File: config.mk
export PLATFORM = sky130hd
export DESIGN_NAME = rep_addr_gen
export DESIGN_NICKNAME = d
export VERILOG_FILES = /design/src/hdl/mem_stage_pkg.sv /design/src/hdl/rep_addr_gen.sv
export VERILOG_INCLUDE_DIRS = /design/src /design/src/hdl
export SDC_FILE = /design/constraint.sdc
export NUM_CORES = 1
export LEC_CHECK = 0
export BUFFER_PORTS_ARGS = -buffer_cell sky130_fd_sc_hd__buf_4
export CAP_MARGIN = 20
export CORE_ASPECT_RATIO = 1.25
export CORE_UTILIZATION = 52
export DETAILED_ROUTE_END_ITERATION = 10
export PLACE_DENSITY = 0.88
export SYNTH_ARGS = -nofsm -noshare
export SYNTH_HDL_FRONTEND = slang
export SYNTH_SLANG_ARGS = --single-unit
File: constraint.sdc
create_clock -name clk -period 6.2 [get_ports clk]
set_input_delay 0.31 -clock clk [delete_from_list [all_inputs] [get_ports clk]]
set_output_delay 0.31 -clock clk [all_outputs]
set_load 0.03 [all_outputs]
File: src/hdl/mem_stage_defines.svh
`ifndef MEM_STAGE_DEFINES_SVH
`define MEM_STAGE_DEFINES_SVH

// ******************************
// datapath and storage sizes
// ******************************

// data word and address width
`define MEM_DATA_W 32

// fully associative, so keep it small
`define MEM_TLB_ENTRIES 4

// indexed by physical address bits 9 to 2
`define MEM_WORDS 256

// 4 KB pages
`define MEM_PAGE_BITS 12

`endif

File: src/hdl/mem_stage_pkg.sv
`default_nettype none

`include "mem_stage_defines.svh"

package mem_stage_pkg;

    // operand source, regs first so the low bits pick the register
    typedef enum logic [2:0] {
        OPSEL_REG0 = 3'd0,
        OPSEL_REG1 = 3'd1,
        OPSEL_REG2 = 3'd2,
        OPSEL_REG3 = 3'd3,
        OPSEL_MEM1 = 3'd4,
        OPSEL_MEM2 = 3'd5,
        OPSEL_IMM  = 3'd6,
        OPSEL_EIP  = 3'd7
    } opsel_e;

    typedef struct packed {
        logic                   valid;
        logic                   is_rep;
        logic                   df;
        logic [`MEM_DATA_W-1:0] addr1;
        logic [`MEM_DATA_W-1:0] addr2;
        logic                   rw1;
        logic                   rw2;
        logic [15:0]            rep_count;
        opsel_e [3:0]           sel;
        logic [`MEM_DATA_W-1:0] imm;
        logic [`MEM_DATA_W-1:0] eip;
        logic [6:0]             tag;
    } mem_uop_t;

    typedef struct packed {
        logic                                     valid;
        logic [$clog2(`MEM_TLB_ENTRIES)-1:0]      index;
        logic [`MEM_DATA_W-`MEM_PAGE_BITS-1:0]    vpn;
        logic [`MEM_DATA_W-`MEM_PAGE_BITS-1:0]    pfn;
        logic                                     present;
        logic                                     writable;
    } tlb_wr_t;

    typedef struct packed {
        logic                   valid;
        logic [`MEM_DATA_W-1:0] phys_addr;
        logic [`MEM_DATA_W-1:0] data;
    } wb_req_t;

    typedef struct packed {
        logic                        valid;
        logic [6:0]                  tag;
        logic [3:0][`MEM_DATA_W-1:0] ops;
        logic [`MEM_DATA_W-1:0]      phys1;
        logic [`MEM_DATA_W-1:0]      phys2;
        logic                        tlb_miss;
        logic                        prot_exc;
    } mem_out_t;

endpackage

`default_nettype wire

File: src/hdl/rep_addr_gen.sv
`timescale 1ns/10ps
`default_nettype none

`include "mem_stage_defines.svh"

module rep_addr_gen
    import mem_stage_pkg::*;
(
    input  wire                          clk,
    input  wire                          rst_n_i,
    input  wire mem_uop_t                uop_i,
    output logic                         issue_o,
    output logic [`MEM_DATA_W-1:0]       addr1_o,
    output logic [`MEM_DATA_W-1:0]       addr2_o,
    output logic                         stall_o
);

    localparam logic [`MEM_DATA_W-1:0] WORD_STEP = 4;

    logic                   active_q;
    logic [15:0]            count_q;
    logic [`MEM_DATA_W-1:0] addr1_q;
    logic [`MEM_DATA_W-1:0] addr2_q;
    logic                   df_q;

    logic [15:0]            cur_count;
    logic                   cur_df;
    logic [`MEM_DATA_W-1:0] step;

    // idle takes the incoming uop, active replays the running state
    always_comb begin
        if (active_q) begin
            cur_count = count_q;
            cur_df    = df_q;
            addr1_o   = addr1_q;
            addr2_o   = addr2_q;
            issue_o   = 1'b1;
        end else begin
            cur_count = uop_i.is_rep ? uop_i.rep_count : 16'd1;
            cur_df    = uop_i.df;
            addr1_o   = uop_i.addr1;
            addr2_o   = uop_i.addr2;
            // rep with zero count is dropped
            issue_o   = uop_i.valid && (cur_count != 16'd0);
        end
    end

    // df set walks down
    assign step = cur_df ? -WORD_STEP : WORD_STEP;

    // count_q is the number of issues still owed after this one
    always_ff @(posedge clk) begin
        if (!rst_n_i) begin
            active_q <= 1'b0;
            count_q  <= '0;
        end else if (issue_o) begin
            active_q <= (cur_count > 16'd1);
            count_q  <= cur_count - 16'd1;
        end
    end

    always_ff @(posedge clk) begin
        if (issue_o) begin
            addr1_q <= addr1_o + step;
            addr2_q <= addr2_o + step;
            df_q    <= cur_df;
        end
    end

    // more repeats pending, hold upstream
    assign stall_o = active_q;

endmodule

`default_nettype wire

==> results.tsv <==
metric	value	unit
slew at the pin with the worst max-slew slack	946.8	ps
Crit Path Class	reg -> reg	
#FFs+latches synth	82	
final wirelength	17020	um
worst path cell trace	mux2i_1 > inv_2 > buf_4 > fa_1 > a211oi_1 > o21bai_1 > a2111oi_2 > o31ai_1 > a21oi_1 > o21ai_1 > xor2_1	
Worst Hold Slack	264.3	ps
Final TNS setup	0	ps
Clk network pwr share	16.5	%
Via density	6.002	
internal power	2.043	mW
sw power	1.408	mW
I/O pin count	236	
final hold vios	0	
layout cells sized above 1	30.38	%
Setup Viol. Count Final	0	
DRC	0	
Die Height	130.6	um
Place WS	1874	ps
max incr delay on CP	630	ps
number of enable flip-flop cells after synthesis	65	
CP max-delay cell	dfxtp_4	
main flop type after synthesis	edfxtp_1	
largest net degree at the start of global routing	61	
initial drt markers	289	
area of the multi-input gates	4441	um^2
die area	13690	um^2
Unique masters post-synth	69	
Finished Core Util	66.14	%
Fin Clk Skew	10.74	ps
clock slew at reported path FFs	60	ps
CP Max Fanout	46	
Num CTS Buffers	9	
mean routed wirelength per cell	16.78	um
routability cong.	0.8783	
Slew headroom	36.79	%
drt pass-1 iters	5	
Sequential cell area	2296	um^2
Critical Path RT	6290	ps
first-pass GRT wire length	27230	um
Clock Path Buffers	2	
H-tree depth	3	
# rows	46	
HP Class	in -> reg	
CP endpoint kind	register	
post-CTS setup buffer count	0	
Logic pwr share	55.0	%
total track usage	24.80	%
Peak VDD IR	0.0002220	V
syn avg cell area	9.822	um^2
Pwr Total	3.451	mW
CTS sink count	82	
outcome	finished clean	
Synth async-reset ratio	0	%
max-slew violations	0	
Synth Warn #	0	
power density over cell area	408.3	nW/um^2
IO buf count	150	
post-route ant nets	0	
RSZ-0062 raised after global routing	no	
crit path launch type	register	
Nets	1071	
post-route clock period utilization	70.68	%
vias in the first global route	5978	
Final min period	4382	ps
Seq/Total Area, Yosys	33.34	%
Cells after Synth	700	
worst endpoint data arrival time	4470	ps
clk_lat worst skew	340	ps
syn nets	930	
routed vias	6086	
Core ar.	12780	um^2
Leak	3.473	nW
Fill cells	1023	
max cap viols	0	
n_diodes	0	
area delta synth->final	22.91	%
post-CTS sizing	0	
clk root buf	clkbuf_16	
Die Wd	104.8	um
initial antenna violation count	1	
synthesized cell area	6875	um^2
share of power burned in registers	28.5	%
placed wire-length estimate	12390	um
CTS tree	done	
global route overflow	0	
Max Clk Rate	228.2	MHz
hold_buf cts	0	
Initial Util	53.81	%
Net Sw Frac	40.80	%
setup ws final	1818	ps
==> worst max-delay path, delay by kind of cell (launching register included) <==
family / cells / cell delay [ps]
compound gates: 6 / 1590
buf+inv: 2 / 870
flops: 1 / 630
mux: 1 / 450
fa+ha+maj: 1 / 430
xor+xnor: 1 / 150
==> cells in the mapped netlist (all sizes together) (4+ instances only) <==
library cell  number  share of area, %
a211oi            15               1.8
a21o              17               1.9
a21oi             62               4.6
a22oi             12               1.3
a31oi              5              0.45
and3               7              0.64
and4               5              0.64
buf               14               1.0
clkbuf             9              0.51
dfxtp             17               5.0
edfxtp            65                28
ha                58                11
inv               12              0.66
mux2              63                10
mux2i              6              0.93
nand2             51               2.8
nand2b             4              0.36
nand3             13              0.95
nand4             10              0.91
nor2              46               2.5
nor2b              8              0.73
nor3              12               1.0
nor4               6              0.73
o211ai             5              0.55
o21ai             50               3.6
o21bai             7              0.76
o31ai              7               1.2
xnor2             40               5.1
xor2              31               3.9
==> power groups by stage <==
stage | logic, mW | clock network (mW) | registers [mW]
final | 1.90 | 0.569 | 0.982
after global routing | 2.07 | 0.599 | 1.00
after CTS | 1.89 | 0.576 | 0.982
after detailed placement | 1.87 | 0 | 0.991
after global placement | 1.83 | 0 | 0.981
after floorplan | 1.43 | 0 | 0.952
==> metal layers <==
layer / share of wire [%] / track usage [%]
met4: 2.5 / 11.93
met3: 4.9 / 3.819
met5: 0.053 / 0
met1: 41 / 29.01
met2: 52 / 44.80
==> flip-flops by register name, indices dropped and copies added, names as in the netlist <==
register / cells
df_q: 1
stall_o: 1
count_q: 16
addr2_q: 32
addr1_q: 32
==> per-stage QoR <==
stage,instance area (um^2),instances
2_1_floorplan,6875,700
3_3_place_gp,8140,998
3_5_place_dp,8140,998
4_1_cts,8451,1014
5_1_grt,8451,1014
6_report,8451,1014
==> layout make-up <==
class / instances / area share, %
Multi-Input combinational cell: 583 / 52.55
Sequential cell: 82 / 27.17
Timing Repair Buffer: 153 / 13.59
Clock buffer: 14 / 3.257
Tap cell: 168 / 2.487
Inverter: 12 / 0.5330
Clock inverter: 2 / 0.4146
==> cells by family (layout without fill, tap and decap cells) <==
family	Yosys count	count (layout)	share of synthesized area, %
buffers and inverters	35	181	2.184
xor gates and xnor gates	71	71	9.045
muxes	69	69	11.25
AOI/OAI and AO/OA	210	210	20.44
and+or+nand+nor	173	173	12.61
adders and majority gates	60	60	11.14
DFF	82	82	33.34
==> cells in the final DEF, fill, tap and decap left out, types with 3 or more instances in the layout <==
cell type | netlist | final
nand2b_1 | 4 | 3
xnor2_1 | 40 | 40
a211oi_1 | 13 | 13
o31ai_1 | 5 | 5
nor2_1 | 45 | 45
nand3_1 | 13 | 13
clkbuf_16 | 0 | 10
clkbuf_1 | 8 | 3
xor2_1 | 31 | 31
and3_1 | 7 | 7
o21ai_0 | 45 | 45
o21ai_1 | 5 | 5
o21bai_1 | 7 | 7
nor4_1 | 4 | 4
buf_4 | 0 | 153
dfxtp_1 | 17 | 16
nor3_1 | 11 | 11
mux2i_1 | 5 | 5
a31o_2 | 3 | 3
o22ai_1 | 3 | 3
a21oi_1 | 60 | 60
and4_1 | 5 | 5
nand4_1 | 10 | 10
nand2_1 | 51 | 51
o211ai_1 | 5 | 5
edfxtp_1 | 65 | 65
inv_1 | 12 | 11
a31oi_1 | 5 | 5
ha_1 | 58 | 58
mux2_2 | 63 | 63
a21o_1 | 17 | 17
a22oi_1 | 12 | 12
nor2b_1 | 8 | 8
==> final timing paths <==
kind,start,endpoint,slack (ps),cells after the start
worst max-delay path,stall_o,addr2_q[30],1820,11
worst min register to register,count_q[12],count_q[12],460,2
worst min-delay path,rst_n_i,count_q[5],260,3
worst max register to register,stall_o,addr2_q[30],1820,11
Power figures use the tool's default switching activity.
