<file path="config.mk">
export PLATFORM = sky130hd
export DESIGN_NAME = operand_select
export DESIGN_NICKNAME = d
export VERILOG_FILES = /design/src/hdl/mem_stage_pkg.sv /design/src/hdl/operand_select.sv
export VERILOG_INCLUDE_DIRS = /design/src /design/src/hdl
export SDC_FILE = /design/constraint.sdc
export NUM_CORES = 1
export LEC_CHECK = 0
export BUFFER_PORTS_ARGS = -buffer_cell sky130_fd_sc_hd__buf_4
export CORE_AREA = 2 2 152 154
export DETAILED_ROUTE_END_ITERATION = 12
export DIE_AREA = 0 0 154 156
export PLACE_DENSITY = 0.67
export SLEW_MARGIN = 40
export SYNTH_ARGS = -nofsm -noshare
export SYNTH_HDL_FRONTEND = slang
export SYNTH_SLANG_ARGS = --single-unit
</file>
<file path="constraint.sdc">
create_clock -name vclk -period 2.8
set_input_delay 0.56 -clock vclk [all_inputs]
set_output_delay 0.56 -clock vclk [all_outputs]
set_load 0.03 [all_outputs]
</file>
<file path="src/hdl/mem_stage_defines.svh">
`ifndef MEM_STAGE_DEFINES_SVH
`define MEM_STAGE_DEFINES_SVH

// ******************************
// datapath and storage sizes
// ******************************

// data word and address width
`define MEM_DATA_W 32

// fully associative, so keep it small
`define MEM_TLB_ENTRIES 4

// indexed by physical address bits 9 to 2
`define MEM_WORDS 256

// 4 KB pages
`define MEM_PAGE_BITS 12

`endif

</file>
<file path="src/hdl/mem_stage_pkg.sv">
`default_nettype none

`include "mem_stage_defines.svh"

package mem_stage_pkg;

    // operand source, regs first so the low bits pick the register
    typedef enum logic [2:0] {
        OPSEL_REG0 = 3'd0,
        OPSEL_REG1 = 3'd1,
        OPSEL_REG2 = 3'd2,
        OPSEL_REG3 = 3'd3,
        OPSEL_MEM1 = 3'd4,
        OPSEL_MEM2 = 3'd5,
        OPSEL_IMM  = 3'd6,
        OPSEL_EIP  = 3'd7
    } opsel_e;

    typedef struct packed {
        logic                   valid;
        logic                   is_rep;
        logic                   df;
        logic [`MEM_DATA_W-1:0] addr1;
        logic [`MEM_DATA_W-1:0] addr2;
        logic                   rw1;
        logic                   rw2;
        logic [15:0]            rep_count;
        opsel_e [3:0]           sel;
        logic [`MEM_DATA_W-1:0] imm;
        logic [`MEM_DATA_W-1:0] eip;
        logic [6:0]             tag;
    } mem_uop_t;

    typedef struct packed {
        logic                                     valid;
        logic [$clog2(`MEM_TLB_ENTRIES)-1:0]      index;
        logic [`MEM_DATA_W-`MEM_PAGE_BITS-1:0]    vpn;
        logic [`MEM_DATA_W-`MEM_PAGE_BITS-1:0]    pfn;
        logic                                     present;
        logic                                     writable;
    } tlb_wr_t;

    typedef struct packed {
        logic                   valid;
        logic [`MEM_DATA_W-1:0] phys_addr;
        logic [`MEM_DATA_W-1:0] data;
    } wb_req_t;

    typedef struct packed {
        logic                        valid;
        logic [6:0]                  tag;
        logic [3:0][`MEM_DATA_W-1:0] ops;
        logic [`MEM_DATA_W-1:0]      phys1;
        logic [`MEM_DATA_W-1:0]      phys2;
        logic                        tlb_miss;
        logic                        prot_exc;
    } mem_out_t;

endpackage

`default_nettype wire

</file>
<file path="src/hdl/operand_select.sv">
`timescale 1ns/10ps
`default_nettype none

`include "mem_stage_defines.svh"

module operand_select
    import mem_stage_pkg::*;
(
    input  wire opsel_e [3:0]                  sel_i,
    input  wire [3:0][`MEM_DATA_W-1:0]         regs_i,
    input  wire [`MEM_DATA_W-1:0]              mem1_i,
    input  wire [`MEM_DATA_W-1:0]              mem2_i,
    input  wire [`MEM_DATA_W-1:0]              imm_i,
    input  wire [`MEM_DATA_W-1:0]              eip_i,
    output logic [3:0][`MEM_DATA_W-1:0]        ops_o
);

    // ******************************
    // one mux per operand slot
    // ******************************

    always_comb begin
        for (int i = 0; i < 4; i++) begin
            case (sel_i[i])
                OPSEL_MEM1: begin
                    ops_o[i] = mem1_i;
                end
                OPSEL_MEM2: begin
                    ops_o[i] = mem2_i;
                end
                OPSEL_IMM: begin
                    ops_o[i] = imm_i;
                end
                OPSEL_EIP: begin
                    ops_o[i] = eip_i;
                end
                // reg0..reg3, low two bits are the register number
                default: begin
                    ops_o[i] = regs_i[sel_i[i][1:0]];
                end
            endcase
        end
    end

endmodule

`default_nettype wire

</file>
==> flow_metrics.tcl, run 1 <==
set metrics [dict create \
    synth.most_common_cell "mux4_1" \
    tns_ns 0 \
    relSlewSlack 0.593 \
    yosysWarnings 0 \
    hold_viol_final 0 \
    fp.dieH_um 156 \
    numSequentialCells 0 \
    finalSetupViolations 0 \
    cp_max_fo 32 \
    grt_overflow_total 0 \
    grt.total_usage 0.245 \
    power.density_mw_per_mm2 221 \
    drt_first_pass_iters 5 \
    grt_max_degree 65 \
    dp_hpwl_um 22900 \
    yosysTopAreaCell "mux4_1" \
    synth_top_family_by_area "multiplexers" \
    initial_core_util 0.374 \
    p_leak_nw 4.95 \
    period_share 0.929 \
    ios 396 \
    drt_iter0_markers 539 \
    globalplace.congestion 0.891 \
    drc 0 \
    p_int_w 0.00133 \
    final.fill_count 1872 \
    synthTopCellsByArea "mux4_1 (56%), mux4_2 (21%), mux2_2 (17%)" \
    yosysUniqueCellTypes 9 \
    vias_per_cell 6.91 \
    grt_setup_unrepaired "false" \
    grt_pass1_vias 7982 \
    grt_pass1_wl_um 46500 \
    core_mm2 0.0224 \
    drtAntennaViolNets 0 \
    crit_required_ns 2.24 \
    worst_pin_slew_ns 0.611 \
    synth_fp_nets 724 \
    wl_per_cell_um 28.2 \
    rows 55 \
    status "completed" \
    die_w_um 154 \
    maxSlewViolCount 0 \
    synth-xor-area-share 0 \
    syn-cell-area_mm2 0.00837 \
    p_comb_frac 1.000 \
    final_nets 1070 \
    swShare 0.482 \
    post-cts-setup-buffer-count 0 \
    power_w 0.00256 \
    drt-total-wl_um 30600 \
    final_layout_size_suffix_gt1_frac 0.776 \
    irDropWorstVdd_mv 0.129 \
    seq_area_um2 0 \
    synth_commonest_cells "mux4_1 (179), mux2_2 (127), mux4_2 (77)" \
    antenna_found_initial 0 \
    cap_violations 0 \
    clock_buffers 0 \
    fin_util 0.517 \
    synth_mux_area_frac 0.941 \
    postSynthAreaPerCell_um2 18.4 \
    synthCells 456 \
    die_area_mm2 0.0240 \
    syn2layout_area_growth_pct 38.1 \
    p_sw_w 0.00123 \
    hp-class "in2out" \
    cts_hold_buf 0 \
    period_minus_slack_ns 2.60 \
    synthSimpleGateAreaFrac 0 \
    num_antenna_cells 0 \
    io_buffers 396 \
    worstSetupPathType "in2out" \
    vias 7495 \
    crit_arrival_ns 2.04 \
    crit_path_start_kind "input port" \
    synth-compound-area-share 0 \
    synth_top_area_frac 0.562 \
    power_frac_clock 0 \
    fmax_mhz 384 \
    seq_area_frac_synth 0 \
    cp-end-kind "output pin" \
    seqPwrFrac 0 \
    cts_resized 0 \
    synthAdderAreaFrac 0 \
]
power by group through the flow:
stage          Sequential (W)  Combinational [W]  Clock, W
3_5_place_dp                0            0.00255         0
2_1_floorplan               0            0.00157         0
4_1_cts                     0            0.00256         0
5_1_grt                     0            0.00268         0
3_3_place_gp                0            0.00252         0
6_report                    0            0.00256         0
routing by layer:
metal | part of all wire | GRT usage | vias up
met5 | 0 | 0 | -
met4 | 0.024 | 0.0538 | 0
met3 | 0.091 | 0.0467 | 53
met2 | 0.53 | 0.454 | 493
met1 | 0.36 | 0.296 | 3878
li1 | - | - | 3071
cells by family after synthesis:
group                  Yosys count
buffers and inverters           72
multiplexers                   384
cells in the final DEF, fill, tap and decap left out:
cell,instances
mux4_2,77
buf_12,16
mux2_4,1
mux2_2,127
mux4_1,179
buf_4,400
final timing paths:
check             startpoint  cells after the start  slack [ns]        end
setup / recovery    sel_i[3]                      5        0.20  ops_o[53]
hold / removal     regs_i[8]                      4        1.70   ops_o[8]
per-stage QoR:
stage / worst slack (ns) / std cells / hold WS (ns) / area (um^2)
2_1_floorplan: 0.499 / 456 / 1.50 / 8370
3_3_place_gp: 0.224 / 1085 / 1.70 / 11600
3_5_place_dp: 0.191 / 1085 / 1.70 / 11600
4_1_cts: 0.188 / 1085 / 1.70 / 11600
5_1_grt: 0.154 / 1085 / 1.72 / 11600
6_report: 0.198 / 1085 / 1.70 / 11600
critical path: stages:
cell    delay [ns]
buf_4         0.12
buf_12        0.23
mux4_1        0.59
mux2_2        0.31
buf_4         0.18
layout make-up:
cell class | count | area, um^2 | area share
Tap cell | 285 | 357 | 0.0308
Multi-Input combinational cell | 384 | 7880 | 0.682
Timing Repair Buffer | 416 | 3320 | 0.287
No activity file was read; power rests on OpenSTA's default activity.
==> inputs of run 2 (changes only) <==
==> constraint.sdc (replaced) <==
create_clock -name vclk -period 3.3
set_input_delay 0.66 -clock vclk [all_inputs]
set_output_delay 0.66 -clock vclk [all_outputs]
set_load 0.03 [all_outputs]
==> run 2 against run 1 <==
Routed wire length increased by 0.85%; sequential cell count unchanged; via count decreased by 1.3%; critical endpoint is now ops_o[61]; worst setup slack improved by 0.17 ns.
==> flow_metrics.tcl, run 2 (synthesized netlist as in run 1, its figures left out) <==
set metrics [dict create \
    drtAntennaViolNets 0 \
    final_cell_mix "buf_4 (398), mux4_1 (179), mux2_2 (127)" \
    p_leak_nw 4.90 \
    relSlewSlack 0.585 \
    grt.total_usage 0.245 \
    io_buffers 396 \
    grt_pass1_wl_um 46000 \
    crit_required_ns 2.64 \
    final_layout_size_suffix_gt1_frac 0.775 \
    period_share 0.890 \
    design_area_mm2 0.0115 \
    dpl-instance-area_mm2 0.0115 \
    die_w_um 154 \
    cts_hold_buf 0 \
    crit_chain "buf_4 > buf_12 > mux4_1 > mux2_2 > buf_4" \
    final_common_cell "buf_4" \
    hp-class "in2out" \
    initial_core_util 0.374 \
    seq_area_um2 0 \
    crit_arrival_ns 2.28 \
    crit_path_start_kind "input port" \
    cts_resized 0 \
    drt_iter0_markers 482 \
    maxSlewViolCount 0 \
    grt_max_degree 65 \
    antenna_found_initial 0 \
    fin_util 0.513 \
    vias_per_cell 6.86 \
    numSequentialCells 0 \
    syn2layout_area_growth_pct 36.9 \
    period_minus_slack_ns 2.94 \
    crit_family "multiplexers" \
    globalplace.congestion 0.861 \
    final_nets 1064 \
    cp_max_fo 28 \
    core_mm2 0.0224 \
    drt-total-wl_um 30900 \
    ios 396 \
    irDropWorstVdd_mv 0.148 \
    post-cts-setup-buffer-count 0 \
    fmax_mhz 341 \
    hold_viol_final 0 \
    die_area_mm2 0.0240 \
    final.fill_count 1887 \
    dp_hpwl_um 22500 \
    fp.dieH_um 156 \
    num_antenna_cells 0 \
    drc 0 \
    tns_ns 0 \
    crit_slowest_cell "mux4_1" \
    hold_ws_ns 1.90 \
    rows 55 \
    critPathMaxStageDelay_ns 0.59 \
    power.density_mw_per_mm2 188 \
    finalNonFillerCells 1079 \
    dpl.cell_count 1079 \
    status "completed" \
    grt_overflow_total 0 \
    worst_pin_slew_ns 0.623 \
    worstSetupPathType "in2out" \
    cp-end-kind "output pin" \
    critical_path.most_common_cell "buf_4" \
    vias 7400 \
    clock_buffers 0 \
    grt_setup_unrepaired "false" \
    drt_first_pass_iters 5 \
    finalSetupViolations 0 \
    wl_per_cell_um 28.6 \
    cap_violations 0 \
    crit_buf_inv 3 \
    grt_pass1_vias 7788 \
]
==> run 2: cell count changes in the layout (fill, tap and decap cells not counted) <==
cell / change
buf_12: -4
buf_4: -2
==> run 2: through the flow <==
step / power [W] / setup WS (ns)
after floorplan: 0.00133 / 0.799
after global placement: 0.00213 / 0.401
final: 0.00216 / 0.364
after detailed placement: 0.00215 / 0.353
after CTS: 0.00216 / 0.359
after global routing: 0.00226 / 0.328
==> run 2: worst min-delay path, cell delays in order <==
cell and delay, ns:
buf_4 0.09, mux4_1 0.21, mux2_4 0.13, buf_4 0.15
==> run 2: final cells by class <==
type | instances | area, um^2 | share of cell area
multi-input cells | 384 | 7880 | 0.687
repair buffers | 410 | 3230 | 0.282
well taps | 285 | 357 | 0.0311
==> run 2: metal layers <==
layer | vias up | share of wire | global-route usage | routed length (um)
met4 | 0 | 0.018 | 0.0405 | 556
met1 | 3881 | 0.37 | 0.307 | 11500
met5 | - | 0 | 0 | 0
met2 | 425 | 0.54 | 0.455 | 16600
li1 | 3055 | - | - | -
met3 | 39 | 0.074 | 0.0361 | 2270
==> run 2: worst paths after layout <==
path / startpoint / to / slack, ns / depth (start not counted)
worst max-delay path: sel_i[3] / ops_o[61] / 0.36 / 5
worst min-delay path: eip_i[2] / ops_o[66] / 1.90 / 4
==> run 2: where the power goes <==
part	switching, W	internal, W	leakage [nW]
Clock	0	0	0
Sequential	0	0	0
Combinational	0.00104	0.00111	4.90
Total	0.00104	0.00111	4.90
