[src/hdl/mem_stage_defines.svh]
`ifndef MEM_STAGE_DEFINES_SVH
`define MEM_STAGE_DEFINES_SVH

// ******************************
// datapath and storage sizes
// ******************************

// data word and address width
`define MEM_DATA_W 32

// fully associative, so keep it small
`define MEM_TLB_ENTRIES 4

// indexed by physical address bits 9 to 2
`define MEM_WORDS 256

// 4 KB pages
`define MEM_PAGE_BITS 12

`endif

[src/hdl/mem_stage_pkg.sv]
`default_nettype none

`include "mem_stage_defines.svh"

package mem_stage_pkg;

    // operand source, regs first so the low bits pick the register
    typedef enum logic [2:0] {
        OPSEL_REG0 = 3'd0,
        OPSEL_REG1 = 3'd1,
        OPSEL_REG2 = 3'd2,
        OPSEL_REG3 = 3'd3,
        OPSEL_MEM1 = 3'd4,
        OPSEL_MEM2 = 3'd5,
        OPSEL_IMM  = 3'd6,
        OPSEL_EIP  = 3'd7
    } opsel_e;

    typedef struct packed {
        logic                   valid;
        logic                   is_rep;
        logic                   df;
        logic [`MEM_DATA_W-1:0] addr1;
        logic [`MEM_DATA_W-1:0] addr2;
        logic                   rw1;
        logic                   rw2;
        logic [15:0]            rep_count;
        opsel_e [3:0]           sel;
        logic [`MEM_DATA_W-1:0] imm;
        logic [`MEM_DATA_W-1:0] eip;
        logic [6:0]             tag;
    } mem_uop_t;

    typedef struct packed {
        logic                                     valid;
        logic [$clog2(`MEM_TLB_ENTRIES)-1:0]      index;
        logic [`MEM_DATA_W-`MEM_PAGE_BITS-1:0]    vpn;
        logic [`MEM_DATA_W-`MEM_PAGE_BITS-1:0]    pfn;
        logic                                     present;
        logic                                     writable;
    } tlb_wr_t;

    typedef struct packed {
        logic                   valid;
        logic [`MEM_DATA_W-1:0] phys_addr;
        logic [`MEM_DATA_W-1:0] data;
    } wb_req_t;

    typedef struct packed {
        logic                        valid;
        logic [6:0]                  tag;
        logic [3:0][`MEM_DATA_W-1:0] ops;
        logic [`MEM_DATA_W-1:0]      phys1;
        logic [`MEM_DATA_W-1:0]      phys2;
        logic                        tlb_miss;
        logic                        prot_exc;
    } mem_out_t;

endpackage

`default_nettype wire

[src/hdl/dtlb.sv]
`timescale 1ns/10ps
`default_nettype none

`include "mem_stage_defines.svh"

module dtlb
    import mem_stage_pkg::*;
(
    input  wire                          clk,
    input  wire                          rst_n_i,
    input  wire tlb_wr_t                 tlb_wr_i,
    input  wire [`MEM_DATA_W-1:0]        vaddr1_i,
    input  wire [`MEM_DATA_W-1:0]        vaddr2_i,
    input  wire                          rw1_i,
    input  wire                          rw2_i,
    output logic [`MEM_DATA_W-1:0]       paddr1_o,
    output logic [`MEM_DATA_W-1:0]       paddr2_o,
    output logic                         miss1_o,
    output logic                         miss2_o,
    output logic                         prot1_o,
    output logic                         prot2_o
);

    localparam int N     = `MEM_TLB_ENTRIES;
    localparam int PB    = `MEM_PAGE_BITS;
    localparam int VPN_W = `MEM_DATA_W - `MEM_PAGE_BITS;

    logic [N-1:0]               present_q;
    logic [N-1:0]               writable_q;
    logic [VPN_W-1:0]           vpn_q [N];
    logic [VPN_W-1:0]           pfn_q [N];

    logic [1:0][`MEM_DATA_W-1:0] vaddr;
    logic [1:0]                  rw;
    logic [1:0]                  hit;
    logic [1:0]                  wr_ok;
    logic [1:0][VPN_W-1:0]       pfn;

    // ******************************
    // entry storage
    // ******************************

    always_ff @(posedge clk) begin
        if (!rst_n_i) begin
            present_q <= '0;
        end else if (tlb_wr_i.valid) begin
            present_q[tlb_wr_i.index] <= tlb_wr_i.present;
        end
    end

    always_ff @(posedge clk) begin
        if (tlb_wr_i.valid) begin
            writable_q[tlb_wr_i.index] <= tlb_wr_i.writable;
            vpn_q[tlb_wr_i.index]      <= tlb_wr_i.vpn;
            pfn_q[tlb_wr_i.index]      <= tlb_wr_i.pfn;
        end
    end

    // ******************************
    // lookup, both ports
    // ******************************

    assign vaddr = {vaddr2_i, vaddr1_i};
    assign rw    = {rw2_i, rw1_i};

    // duplicate mappings resolve to the highest index
    always_comb begin
        hit   = '0;
        wr_ok = '0;
        pfn   = '0;
        for (int p = 0; p < 2; p++) begin
            for (int i = 0; i < N; i++) begin
                if (present_q[i] && (vpn_q[i] == vaddr[p][`MEM_DATA_W-1:PB])) begin
                    hit[p]   = 1'b1;
                    wr_ok[p] = writable_q[i];
                    pfn[p]   = pfn_q[i];
                end
            end
        end
    end

    assign paddr1_o = {pfn[0], vaddr1_i[PB-1:0]};
    assign paddr2_o = {pfn[1], vaddr2_i[PB-1:0]};

    assign miss1_o = ~hit[0];
    assign miss2_o = ~hit[1];

    // no entry, no protection fault
    assign prot1_o = hit[0] & rw[0] & ~wr_ok[0];
    assign prot2_o = hit[1] & rw[1] & ~wr_ok[1];

endmodule

`default_nettype wire

[config.mk]
export PLATFORM = sky130hd
export DESIGN_NAME = dtlb
export DESIGN_NICKNAME = d
export VERILOG_FILES = /design/src/hdl/mem_stage_pkg.sv /design/src/hdl/dtlb.sv
export VERILOG_INCLUDE_DIRS = /design/src /design/src/hdl
export SDC_FILE = /design/constraint.sdc
export NUM_CORES = 1
export LEC_CHECK = 0
export ABC_AREA = 1
export BUFFER_PORTS_ARGS = -buffer_cell sky130_fd_sc_hd__buf_2
export CAP_MARGIN = 20
export CORE_UTILIZATION = 55
export CTS_CLUSTER_SIZE = 30
export DETAILED_ROUTE_END_ITERATION = 12
export HOLD_SLACK_MARGIN = 0.03
export PLACE_DENSITY = 0.86
export SYNTH_ARGS = -nofsm -noshare
export SYNTH_HDL_FRONTEND = slang
export SYNTH_SLANG_ARGS = --single-unit
[constraint.sdc]
create_clock -name clk -period 10.38 [get_ports clk]
set_input_delay 1.038 -clock clk [delete_from_list [all_inputs] [get_ports clk]]
set_output_delay 1.038 -clock clk [all_outputs]
set_load 0.02 [all_outputs]
==> results.py, run 1 <==
metrics = {
    "outcome": {
        "outcome": "complete, no violations",
    },
    "die": {
        "fp.dieArea_um2": 18260,
        "rows": 48,
        "io_pins": 181,
        "die_w_um": 135.1,
        "die_h_um": 135.1,
        "fp.coreArea_um2": 17300,
        "start_util_pct": 56.34,
    },
    "sta": {
        "hold_viol": 0,
        "rsz0062_at_grt": "no",
        "tightestPinTransition_ns": 0.9611,
        "slew_headroom_pct": 35.77,
        "max_freq_mhz": 224.6,
        "period_needed_ns": 4.453,
        "skew_ns": 0,
        "maxSlewViolCount": 0,
        "fin_tns_setup_ns": 0,
        "fin_crit_sh_pct": 42.90,
        "setup_violations": 0,
    },
    "worst_setup_path": {
        "crit_arrival_ns": 3.41,
        "crit_top_cell": "nand2_1",
        "r2r_cells": 2,
        "reg2reg_to": "present_q[3]",
        "worstSetupStartpointType": "primary input",
        "r2r_start": "present_q[3]",
        "slowest_stage": "inv_1",
        "required_ns": 9.34,
        "max_stage_delay_ns": 0.64,
        "rrSetupSlack_ns": 9.63,
        "crit_path_cell_trace": "buf_2, inv_2, nand2_1, nand2_1, nor2_1, nand2_1, nor2_1, nand3_1, buf_4, inv_1, a21oi_1, a21oi_1, buf_2",
        "crit_fanout": 24,
        "crit_type": "in -> out",
        "endpoint_kind": "output pin",
    },
    "drt": {
        "firstDrtPassIters": 5,
        "vias": 8988,
        "viasPerCell": 5.667,
        "drcViolationCount": 0,
        "drtIter0Drc": 1180,
        "wire_per_inst_um": 18.94,
        "wl_mm": 30.03,
        "drt.antenna.violating_nets": 0,
    },
    "power": {
        "p_switching_uw": 426.3,
        "power_leakage_uw": 0.005049,
        "ir_drop_v": 0.0001208,
        "switching_share_pct": 27.10,
        "internal-power_uw": 1147,
        "comb_power_share_pct": 9.3,
        "seq_power_share_pct": 51.2,
        "powerDensity_nw_per_um2": 143.0,
        "power_frac_clock_pct": 39.5,
    },
    "run": {
        "maxCapViolCount": 0,
    },
    "logic_synthesis": {
        "synth_seq_cells": 168,
        "syn_avg_cell_area_um2": 7.840,
        "synth-edff-count": 164,
        "yosysTopAreaCellShare_pct": 50.53,
        "yosysUniqueCellTypes": 23,
        "synthTopCellsByArea": "edfxtp_1 (51%), nand2_1 (17%), nor2_1 (7.8%)",
        "ys_seq_area_share_pct": 51.35,
        "netlist_top_cells_count": "nand2_1 (448), nor2_1 (203), edfxtp_1 (164), inv_1 (101), a21oi_1 (59)",
        "yosys_warnings": 0,
        "synth.cell_area_um2": 9746,
        "synth_flop_cell": "edfxtp_1",
        "synth.most_common_cell": "nand2_1",
        "postSynthCellCount": 1243,
        "ys_async_sr_fraction_pct": 0,
        "syn-num-nets": 1356,
        "yosys.area.top_type": "edfxtp_1",
    },
    "clock_tree": {
        "cts_root_buffer": "clkbuf_16",
        "clk_pin_slew_ns": 0.06,
        "clockBufferDepth": 2,
        "cts_max_level": 4,
        "clk_latency_ns": 0.43,
        "cts_buffers": 17,
        "cts_setup_buffers": 0,
        "holdBufCountCts": 0,
        "postCtsResizedCells": 0,
        "clock_sinks": 168,
        "cts_tree": "done",
    },
    "cells_and_area": {
        "design_area_um2": 11000,
        "nets": 1461,
        "n_antenna_cell": 0,
        "fillCellCount": 1452,
        "syn_to_final_growth_pct": 12.85,
        "drive_above_1_share_pct": 17.71,
    },
    "placed_design": {
        "placed_cell_area_um2": 10420,
        "gp_congestion": 1.017,
        "numPortBuffers": 132,
        "dpl.hpwl_mm": 21.07,
    },
    "worst_hold_path": {
        "hold_path.class": "reg -> reg",
        "min_from": "present_q[2]",
        "min_to": "present_q[2]",
        "hold_path_depth": 2,
    },
    "global_route": {
        "grt_pass1_wl_mm": 45.55,
        "grt_start_max_net_pins": 44,
        "grt_pass1_vias": 8487,
        "overflow": 0,
        "antenna_found_initial": 1,
        "grt_use_total_pct": 33.88,
    },
}
[worst max-delay path: cells and delay by family]
kind | cells | cell delay [ns]
buffers and inverters | 5 | 1.32
AO/OA/AOI/OAI | 2 | 0.36
AND/OR/NAND/NOR | 6 | 0.67
[layout make-up]
class | instances | area (um^2) | share of cell area, %
clock buffer | 17 | 425.4 | 3.868
clock inverter | 15 | 155.1 | 1.411
inverter | 136 | 510.5 | 4.642
multi-input combinational | 883 | 3885 | 35.32
sequential | 168 | 5005 | 45.51
tap | 225 | 281.5 | 2.560
timing repair buffer | 142 | 735.7 | 6.689
[routing by layer]
layer	wire (um)	part of all wire, %	track usage [%]
met5	0	0	0
met4	932	3.1	15.04
met3	3397	11	7.395
met2	13550	45	51.79
met1	12160	40	46.29
[metrics by stage]
| stage | std cells | total power (uW) | setup WS [ns] | hold WS (ns) | util, % |
|---|---|---|---|---|---|
| after floorplan | 1243 | 901.8 | 5.856 | 0.5255 | - |
| after global placement | 1554 | 956.7 | 6.080 | 0.5580 | 60.23 |
| after detailed placement | 1554 | 959.4 | 6.075 | 0.5801 | 60.23 |
| after CTS | 1586 | 1568 | 6.054 | 0.5995 | 63.59 |
| after global routing | 1586 | 1615 | 5.747 | 0.6453 | 63.59 |
| final | 1586 | 1573 | 5.927 | 0.6072 | 63.59 |
[logic make-up after synthesis]
family	count (synthesis)	synth area share [%]
xor+xnor	22	1.977
compound gates	136	7.870
buf+inv	192	8.987
flops	168	51.35
simple gates	725	29.81
[flip-flops by register name (all words and copies together), names as in the netlist]
register,count
pfn_q,80
present_q,4
vpn_q,80
writable_q,4
[worst max-delay path by stage]
stage / start / endpoint / cells past startpoint
finish: vaddr1_i[22] / paddr1_o[16] / 13
global route: vaddr2_i[27] / paddr2_o[16] / 13
CTS: vaddr2_i[27] / paddr2_o[16] / 12
detailed placement: vaddr1_i[22] / paddr1_o[16] / 13
global placement: vaddr1_i[22] / paddr1_o[16] / 13
floorplan: tlb_wr_i[43] / present_q[0] / 3
[power groups by stage]
stage               registers [uW]  clock network [uW]  logic [uW]
floorplan                      812                   0        89.9
global placement               817                   0         140
detailed placement             818                   0         141
CTS                            804                 622         143
global route                   807                 647         161
finish                         805                 622         146
[layout by cell type, fill, tap and decap left out, types with 4 or more instances in the layout]
master     instances
a21oi_2           19
inv_1            101
nand4_1           36
inv_2             35
edfxtp_1         164
nand3_1           25
inv_6              4
dfxtp_1            4
nor3_2             4
buf_4             10
a21oi_1           59
o21ai_0           42
xnor2_1           20
clkbuf_16         17
buf_2            132
nor2_1           203
o21ai_1           10
o211ai_1           6
nand2_1          448
nor2_4             7
Note: power is estimated with default switching activity, not from simulation.
==> run 2: changes to the inputs <==
- CORE_UTILIZATION: 55 -> 51
- PLACE_DENSITY: 0.86 -> 0.84
- clock period: 10.38 -> 4 ns (I/O delays scaled with it)
==> results.py, run 2 (synthesized netlist as in run 1, its figures left out) <==
metrics = {
    "outcome": {
        "outcome": "complete, no violations",
    },
    "clock_tree": {
        "cts_root_buffer": "clkbuf_16",
        "clk_latency_ns": 0.44,
        "cts_tree": "done",
        "cts_buffers": 17,
        "holdBufCountCts": 0,
        "clk_pin_slew_ns": 0.08,
        "cts_max_level": 4,
        "clock_sinks": 168,
        "postCtsResizedCells": 0,
        "clockBufferDepth": 2,
        "cts_setup_buffers": 0,
    },
    "cells_and_area": {
        "syn_to_final_growth_pct": 12.94,
        "final_common_cell": "nand2_1",
        "final_cell_mix": "nand2_1 (448), nor2_1 (203), edfxtp_1 (164), buf_2 (132), inv_1 (101)",
        "reg.largest.list": "pfn_q: 80 flops, vpn_q: 80 flops",
        "seq_area_um2": 5005,
        "nets": 1461,
        "drive_above_1_share_pct": 17.63,
        "n_antenna_cell": 0,
        "multi_input_area_um2": 3885,
        "fillCellCount": 1609,
    },
    "sta": {
        "period_needed_ns": 3.234,
        "skew_ns": 0,
        "tightestPinTransition_ns": 0.8034,
        "holdWs_ns": 0.1692,
        "slew_headroom_pct": 46.38,
        "hold_viol": 0,
        "fin_crit_sh_pct": 80.85,
        "setup_violations": 0,
        "fin_tns_setup_ns": 0,
        "maxSlewViolCount": 0,
        "rsz0062_at_grt": "no",
        "max_freq_mhz": 309.2,
    },
    "power": {
        "ir_drop_v": 0.0002781,
        "powerDensity_nw_per_um2": 372.3,
        "power_leakage_uw": 0.005052,
    },
    "global_route": {
        "grt_pass1_vias": 8515,
        "antenna_found_initial": 0,
        "grt_start_max_net_pins": 44,
        "grt_use_total_pct": 31.79,
        "overflow": 0,
        "grt_pass1_wl_mm": 46.69,
    },
    "die": {
        "io_pins": 181,
        "die_w_um": 140.2,
        "die_h_um": 140.2,
        "fp.coreArea_um2": 18710,
        "fp.dieArea_um2": 19670,
        "start_util_pct": 52.10,
        "rows": 50,
    },
    "worst_hold_path": {
        "hold_path.class": "in -> reg",
    },
    "run": {
        "maxCapViolCount": 0,
    },
    "placed_design": {
        "numPortBuffers": 132,
        "dpl.hpwl_mm": 21.65,
        "gp_congestion": 1.009,
    },
    "worst_setup_path": {
        "worstSetupStartpointType": "register",
        "crit_arrival_ns": 2.83,
        "required_ns": 3.60,
        "endpoint_kind": "output pin",
        "crit_type": "reg -> out",
        "crit_fanout": 19,
    },
    "drt": {
        "viasPerCell": 5.644,
        "wire_per_inst_um": 19.16,
        "drtIter0Drc": 1170,
        "vias": 9002,
        "drt.antenna.violating_nets": 0,
        "drcViolationCount": 0,
        "wl_mm": 30.56,
        "firstDrtPassIters": 6,
    },
}
run 2: cell types whose count changed in the layout (fill, tap and decap cells not counted), sizes merged:
cell | previous run | this run
inv | 143 | 144
clkinvlp | 2 | 1
run 2: critical path, cell delays in order, from the launching register on:
cell and delay (ns):
edfxtp_1 0.44, xnor2_1 0.38, nand3_1 0.22, nor2_4 0.49, nand3_1 0.24, nand2_1 0.11
inv_1 0.04, nand2_1 0.06, nand3_1 0.06, nor2_1 0.13, buf_2 0.18
run 2: cell type report:
type	instances	area share [%]
inverters	136	4.638
well taps	234	2.660
flip-flops and latches	168	45.47
clock buffers	17	3.865
multi-input cells	883	35.30
repair buffers	142	6.684
clock inverters	15	1.387
run 2: final timing paths:
kind / to / slack (ns) / cells after the start / from
setup / recovery: prot1_o / 0.77 / 10 / vpn_q[0][14]
hold / removal: vpn_q[2][17] / 0.17 / 1 / tlb_wr_i[39]
setup reg to reg: present_q[3] / 3.26 / 2 / present_q[3]
hold reg to reg: present_q[1] / 0.59 / 2 / present_q[1]
run 2: metrics by stage:
stage	total power (uW)	utilization [%]	worst slack (ns)	instances	instance area (um^2)
global placement	2485	55.75	1.199	1563	10430
detailed placement	2493	55.75	1.214	1563	10430
CTS	4086	58.84	0.8372	1595	11010
finish	4098	58.84	0.7662	1595	11010
floorplan	2340	-	0.1141	1243	9746
global route	4210	58.84	0.5726	1595	11010
run 2: report_power, final:
group	total, uW	internal (uW)	leakage [uW]	switching, uW
registers	2090	2030	0.00154	61.8
clock network	1630	832	0.000281	794
logic	383	117	0.00323	265
run 2: routing by layer:
layer | global-route usage (%) | vias to the layer above | share of wire (%)
met1 | 43.26 | 4126 | 41
li1 | - | 4186 | -
met3 | 5.573 | 95 | 10
met4 | 13.65 | 0 | 3.4
met2 | 50.21 | 595 | 46
met5 | 0 | - | 0
==> run 3: changes to the inputs <==
- ABC_AREA: 1 -> 0
- CORE_UTILIZATION: 51 -> 55
- PLACE_DENSITY: 0.84 -> 0.87
- clock period: 4 -> 3.4 ns (I/O delays scaled with it)
==> results.py, run 3 <==
metrics = {
    "logic_synthesis": {
        "synth_xor_xnor_area_share_pct": 16.16,
        "synth_compound_area_share_pct": 7.648,
        "synth.cell_area_um2": 8671,
        "ys_async_sr_fraction_pct": 0,
        "synth-edff-count": 164,
        "yosys.area_share.simple_pct": 11.00,
        "synthTopCellsByArea": "edfxtp_1 (57%), xnor2_1 (9.3%), xor2_1 (6.9%)",
        "yosys.area.top_type": "edfxtp_1",
        "yosysUniqueCellTypes": 43,
        "ys_seq_area_share_pct": 57.72,
        "synth_top_family_by_area": "XOR/XNOR gates",
        "synth.most_common_cell": "edfxtp_1",
        "synthAdderAreaFrac_pct": 0,
        "syn-num-nets": 823,
        "yosysTopAreaCellShare_pct": 56.80,
        "muxShareOfSynthArea_pct": 2.424,
        "netlist_top_cells_count": "edfxtp_1 (164), xnor2_1 (92), nand2_1 (85), xor2_1 (68), o21ai_0 (41)",
        "synth_seq_cells": 168,
        "yosys_warnings": 0,
        "postSynthCellCount": 710,
        "synth_flop_cell": "edfxtp_1",
        "syn_avg_cell_area_um2": 12.21,
    },
    "sta": {
        "skew_ns": 0,
        "fin_ws_ns": 0.06616,
        "fin_tns_setup_ns": 0,
        "maxSlewViolCount": 0,
        "setup_violations": 0,
        "tightestPinTransition_ns": 1.046,
        "rsz0062_at_grt": "no",
        "period_needed_ns": 3.334,
        "fin_crit_sh_pct": 98.05,
        "slew_headroom_pct": 30.21,
        "max_freq_mhz": 300.0,
        "hold_viol": 0,
    },
    "placed_design": {
        "placed_cell_area_um2": 9419,
        "dpl.hpwl_mm": 15.74,
        "numPortBuffers": 132,
        "gp_congestion": 0.9704,
        "pre_cts_ws_ns": 0.4838,
    },
    "clock_tree": {
        "cts_tree": "done",
        "clk_latency_ns": 0.43,
        "cts_root_buffer": "clkbuf_16",
        "clock_sinks": 168,
        "clockBufferDepth": 2,
        "clk_pin_slew_ns": 0.06,
        "cts_max_level": 4,
        "holdBufCountCts": 0,
        "cts_buffers": 17,
    },
    "run": {
        "maxCapViolCount": 0,
    },
    "drt": {
        "drtIter0Drc": 735,
        "wire_per_inst_um": 22.11,
        "viasPerCell": 6.133,
        "top_layer": "met4",
        "met1_length_mm": 9.151,
        "wl_mm": 23.11,
        "drcViolationCount": 0,
        "vias": 6409,
        "wl_met2_mm": 10.74,
        "firstDrtPassIters": 5,
        "drt.antenna.violating_nets": 0,
        "met3_wirelength_mm": 2.465,
    },
    "worst_setup_path": {
        "reg2reg_to": "present_q[0]",
        "crit_buf_inv": 1,
        "crit_type": "reg -> out",
        "max_stage_delay_ns": 0.82,
        "rrSetupSlack_ns": 2.56,
        "slowest_stage": "nor2_2",
        "worstSetupStartpointType": "register",
        "crit_path_cell_trace": "xor2_1, nor4_1, and3_1, and2_1, nor2_2, a22oi_1, buf_2",
        "path_depth": 7,
        "crit_family": "simple AND/OR/NAND/NOR gates",
        "required_ns": 3.06,
        "crit_arrival_ns": 2.99,
        "r2r_cells": 4,
        "crit_fanout": 20,
        "endpoint_kind": "output pin",
        "r2r_start": "present_q[0]",
    },
    "cells_and_area": {
        "final_common_cell": "edfxtp_1",
        "final_cell_mix": "edfxtp_1 (164), buf_2 (132), xnor2_1 (92), nand2_1 (85), xor2_1 (68)",
        "n_antenna_cell": 0,
        "reg.largest.list": "pfn_q: 80 flops, vpn_q: 80 flops",
        "fillCellCount": 1113,
        "nets": 934,
        "design_area_um2": 10030,
        "drive_above_1_share_pct": 23.86,
        "syn_to_final_growth_pct": 15.70,
    },
    "global_route": {
        "overflow": 0,
        "grt_start_max_net_pins": 44,
        "grt_use_total_pct": 29.40,
        "antenna_found_initial": 0,
        "grt_pass1_wl_mm": 34.90,
        "grt_pass1_vias": 6138,
    },
    "worst_hold_path": {
        "min_from": "tlb_wr_i[15]",
        "hold_path.class": "in -> reg",
        "hold_path_depth": 1,
        "min_to": "pfn_q[2][13]",
    },
    "die": {
        "start_util_pct": 56.62,
        "fp.dieArea_um2": 16270,
        "die_w_um": 127.6,
        "fp.coreArea_um2": 15310,
        "rows": 45,
        "io_pins": 181,
        "die_h_um": 127.6,
    },
    "power": {
        "powerDensity_nw_per_um2": 470.4,
        "power_leakage_uw": 0.003681,
        "ir_drop_v": 0.0004178,
        "p_total_uw": 4719,
    },
    "outcome": {
        "outcome": "complete, no violations",
    },
}
-- run 3: changes by cell type in the layout (fill, tap and decap cells not counted), sizes merged, moves of 19 or more --
cell   before  now
a22oi       0   19
a21oi      78    2
mux2i       0   21
nand2     448   85
xor2        2   68
nor4        0   25
xnor2      20   92
a32oi       0   19
inv       144   27
nor2      212    5
-- run 3: cells by family after synthesis --
kind of cell,Yosys count
AND/OR/NAND/NOR,185
AO/OA/AOI/OAI,94
flip-flops,168
buffers and inverters,82
XOR/XNOR,160
multiplexers,21
-- run 3: per-layer routing --
layer / global-route usage, % / vias up
met1: 40.11 / 3061
met5: 0 / -
met3: 6.533 / 76
met4: 12.25 / 0
met2: 45.71 / 480
li1: - / 2792
-- run 3: repair_timing --
action	CTS	global route
endpoints found under the setup margin	0	4
gates resized for setup	0	6
setup buffers	0	0
-- run 3: worst max path at each step --
| stage | slack, ns | from | to |
|---|---|---|---|
| finish | 0.07 | vpn_q[2][9] | paddr1_o[27] |
| global route | 0.005 | vpn_q[3][8] | prot1_o |
| CTS | 0.08 | vpn_q[1][8] | prot2_o |
| detailed placement | 0.48 | vaddr1_i[21] | paddr1_o[27] |
| global placement | 0.45 | vaddr1_i[16] | prot1_o |
| floorplan | 0.80 | tlb_wr_i[44] | pfn_q[2][0] |
-- run 3: final cells by class --
| type | count | area (um^2) | area share, % |
|---|---|---|---|
| clock buffers | 19 | 432.9 | 4.315 |
| repair buffers | 151 | 803.3 | 8.007 |
| flip-flops and latches | 168 | 5005 | 49.89 |
| inverters | 23 | 86.33 | 0.8606 |
| multi-input cells | 460 | 3296 | 32.85 |
| well taps | 211 | 264.0 | 2.632 |
| clock inverters | 13 | 145.1 | 1.447 |
-- run 3: worst register-to-register path, cell delays in order, from the launching register on --
cell     delay [ns]
dfxtp_1        0.32
inv_1          0.14
nor2_1         0.07
a21oi_1        0.15
nor2b_1        0.06
-- run 3: report_power, final --
| group | internal [uW] | switching [uW] |
|---|---|---|
| clock network | 1090 | 785 |
| logic | 154 | 241 |
| registers | 2390 | 64.6 |
-- run 3: stage by stage --
stage	hold WS, ns	instances	util (%)
5_1_grt	0.1131	1045	65.51
2_1_floorplan	0.4389	710	-
6_report	0.1205	1045	65.51
3_5_place_dp	0.5373	1013	61.50
3_3_place_gp	0.5117	1013	61.50
4_1_cts	0.1072	1045	65.28
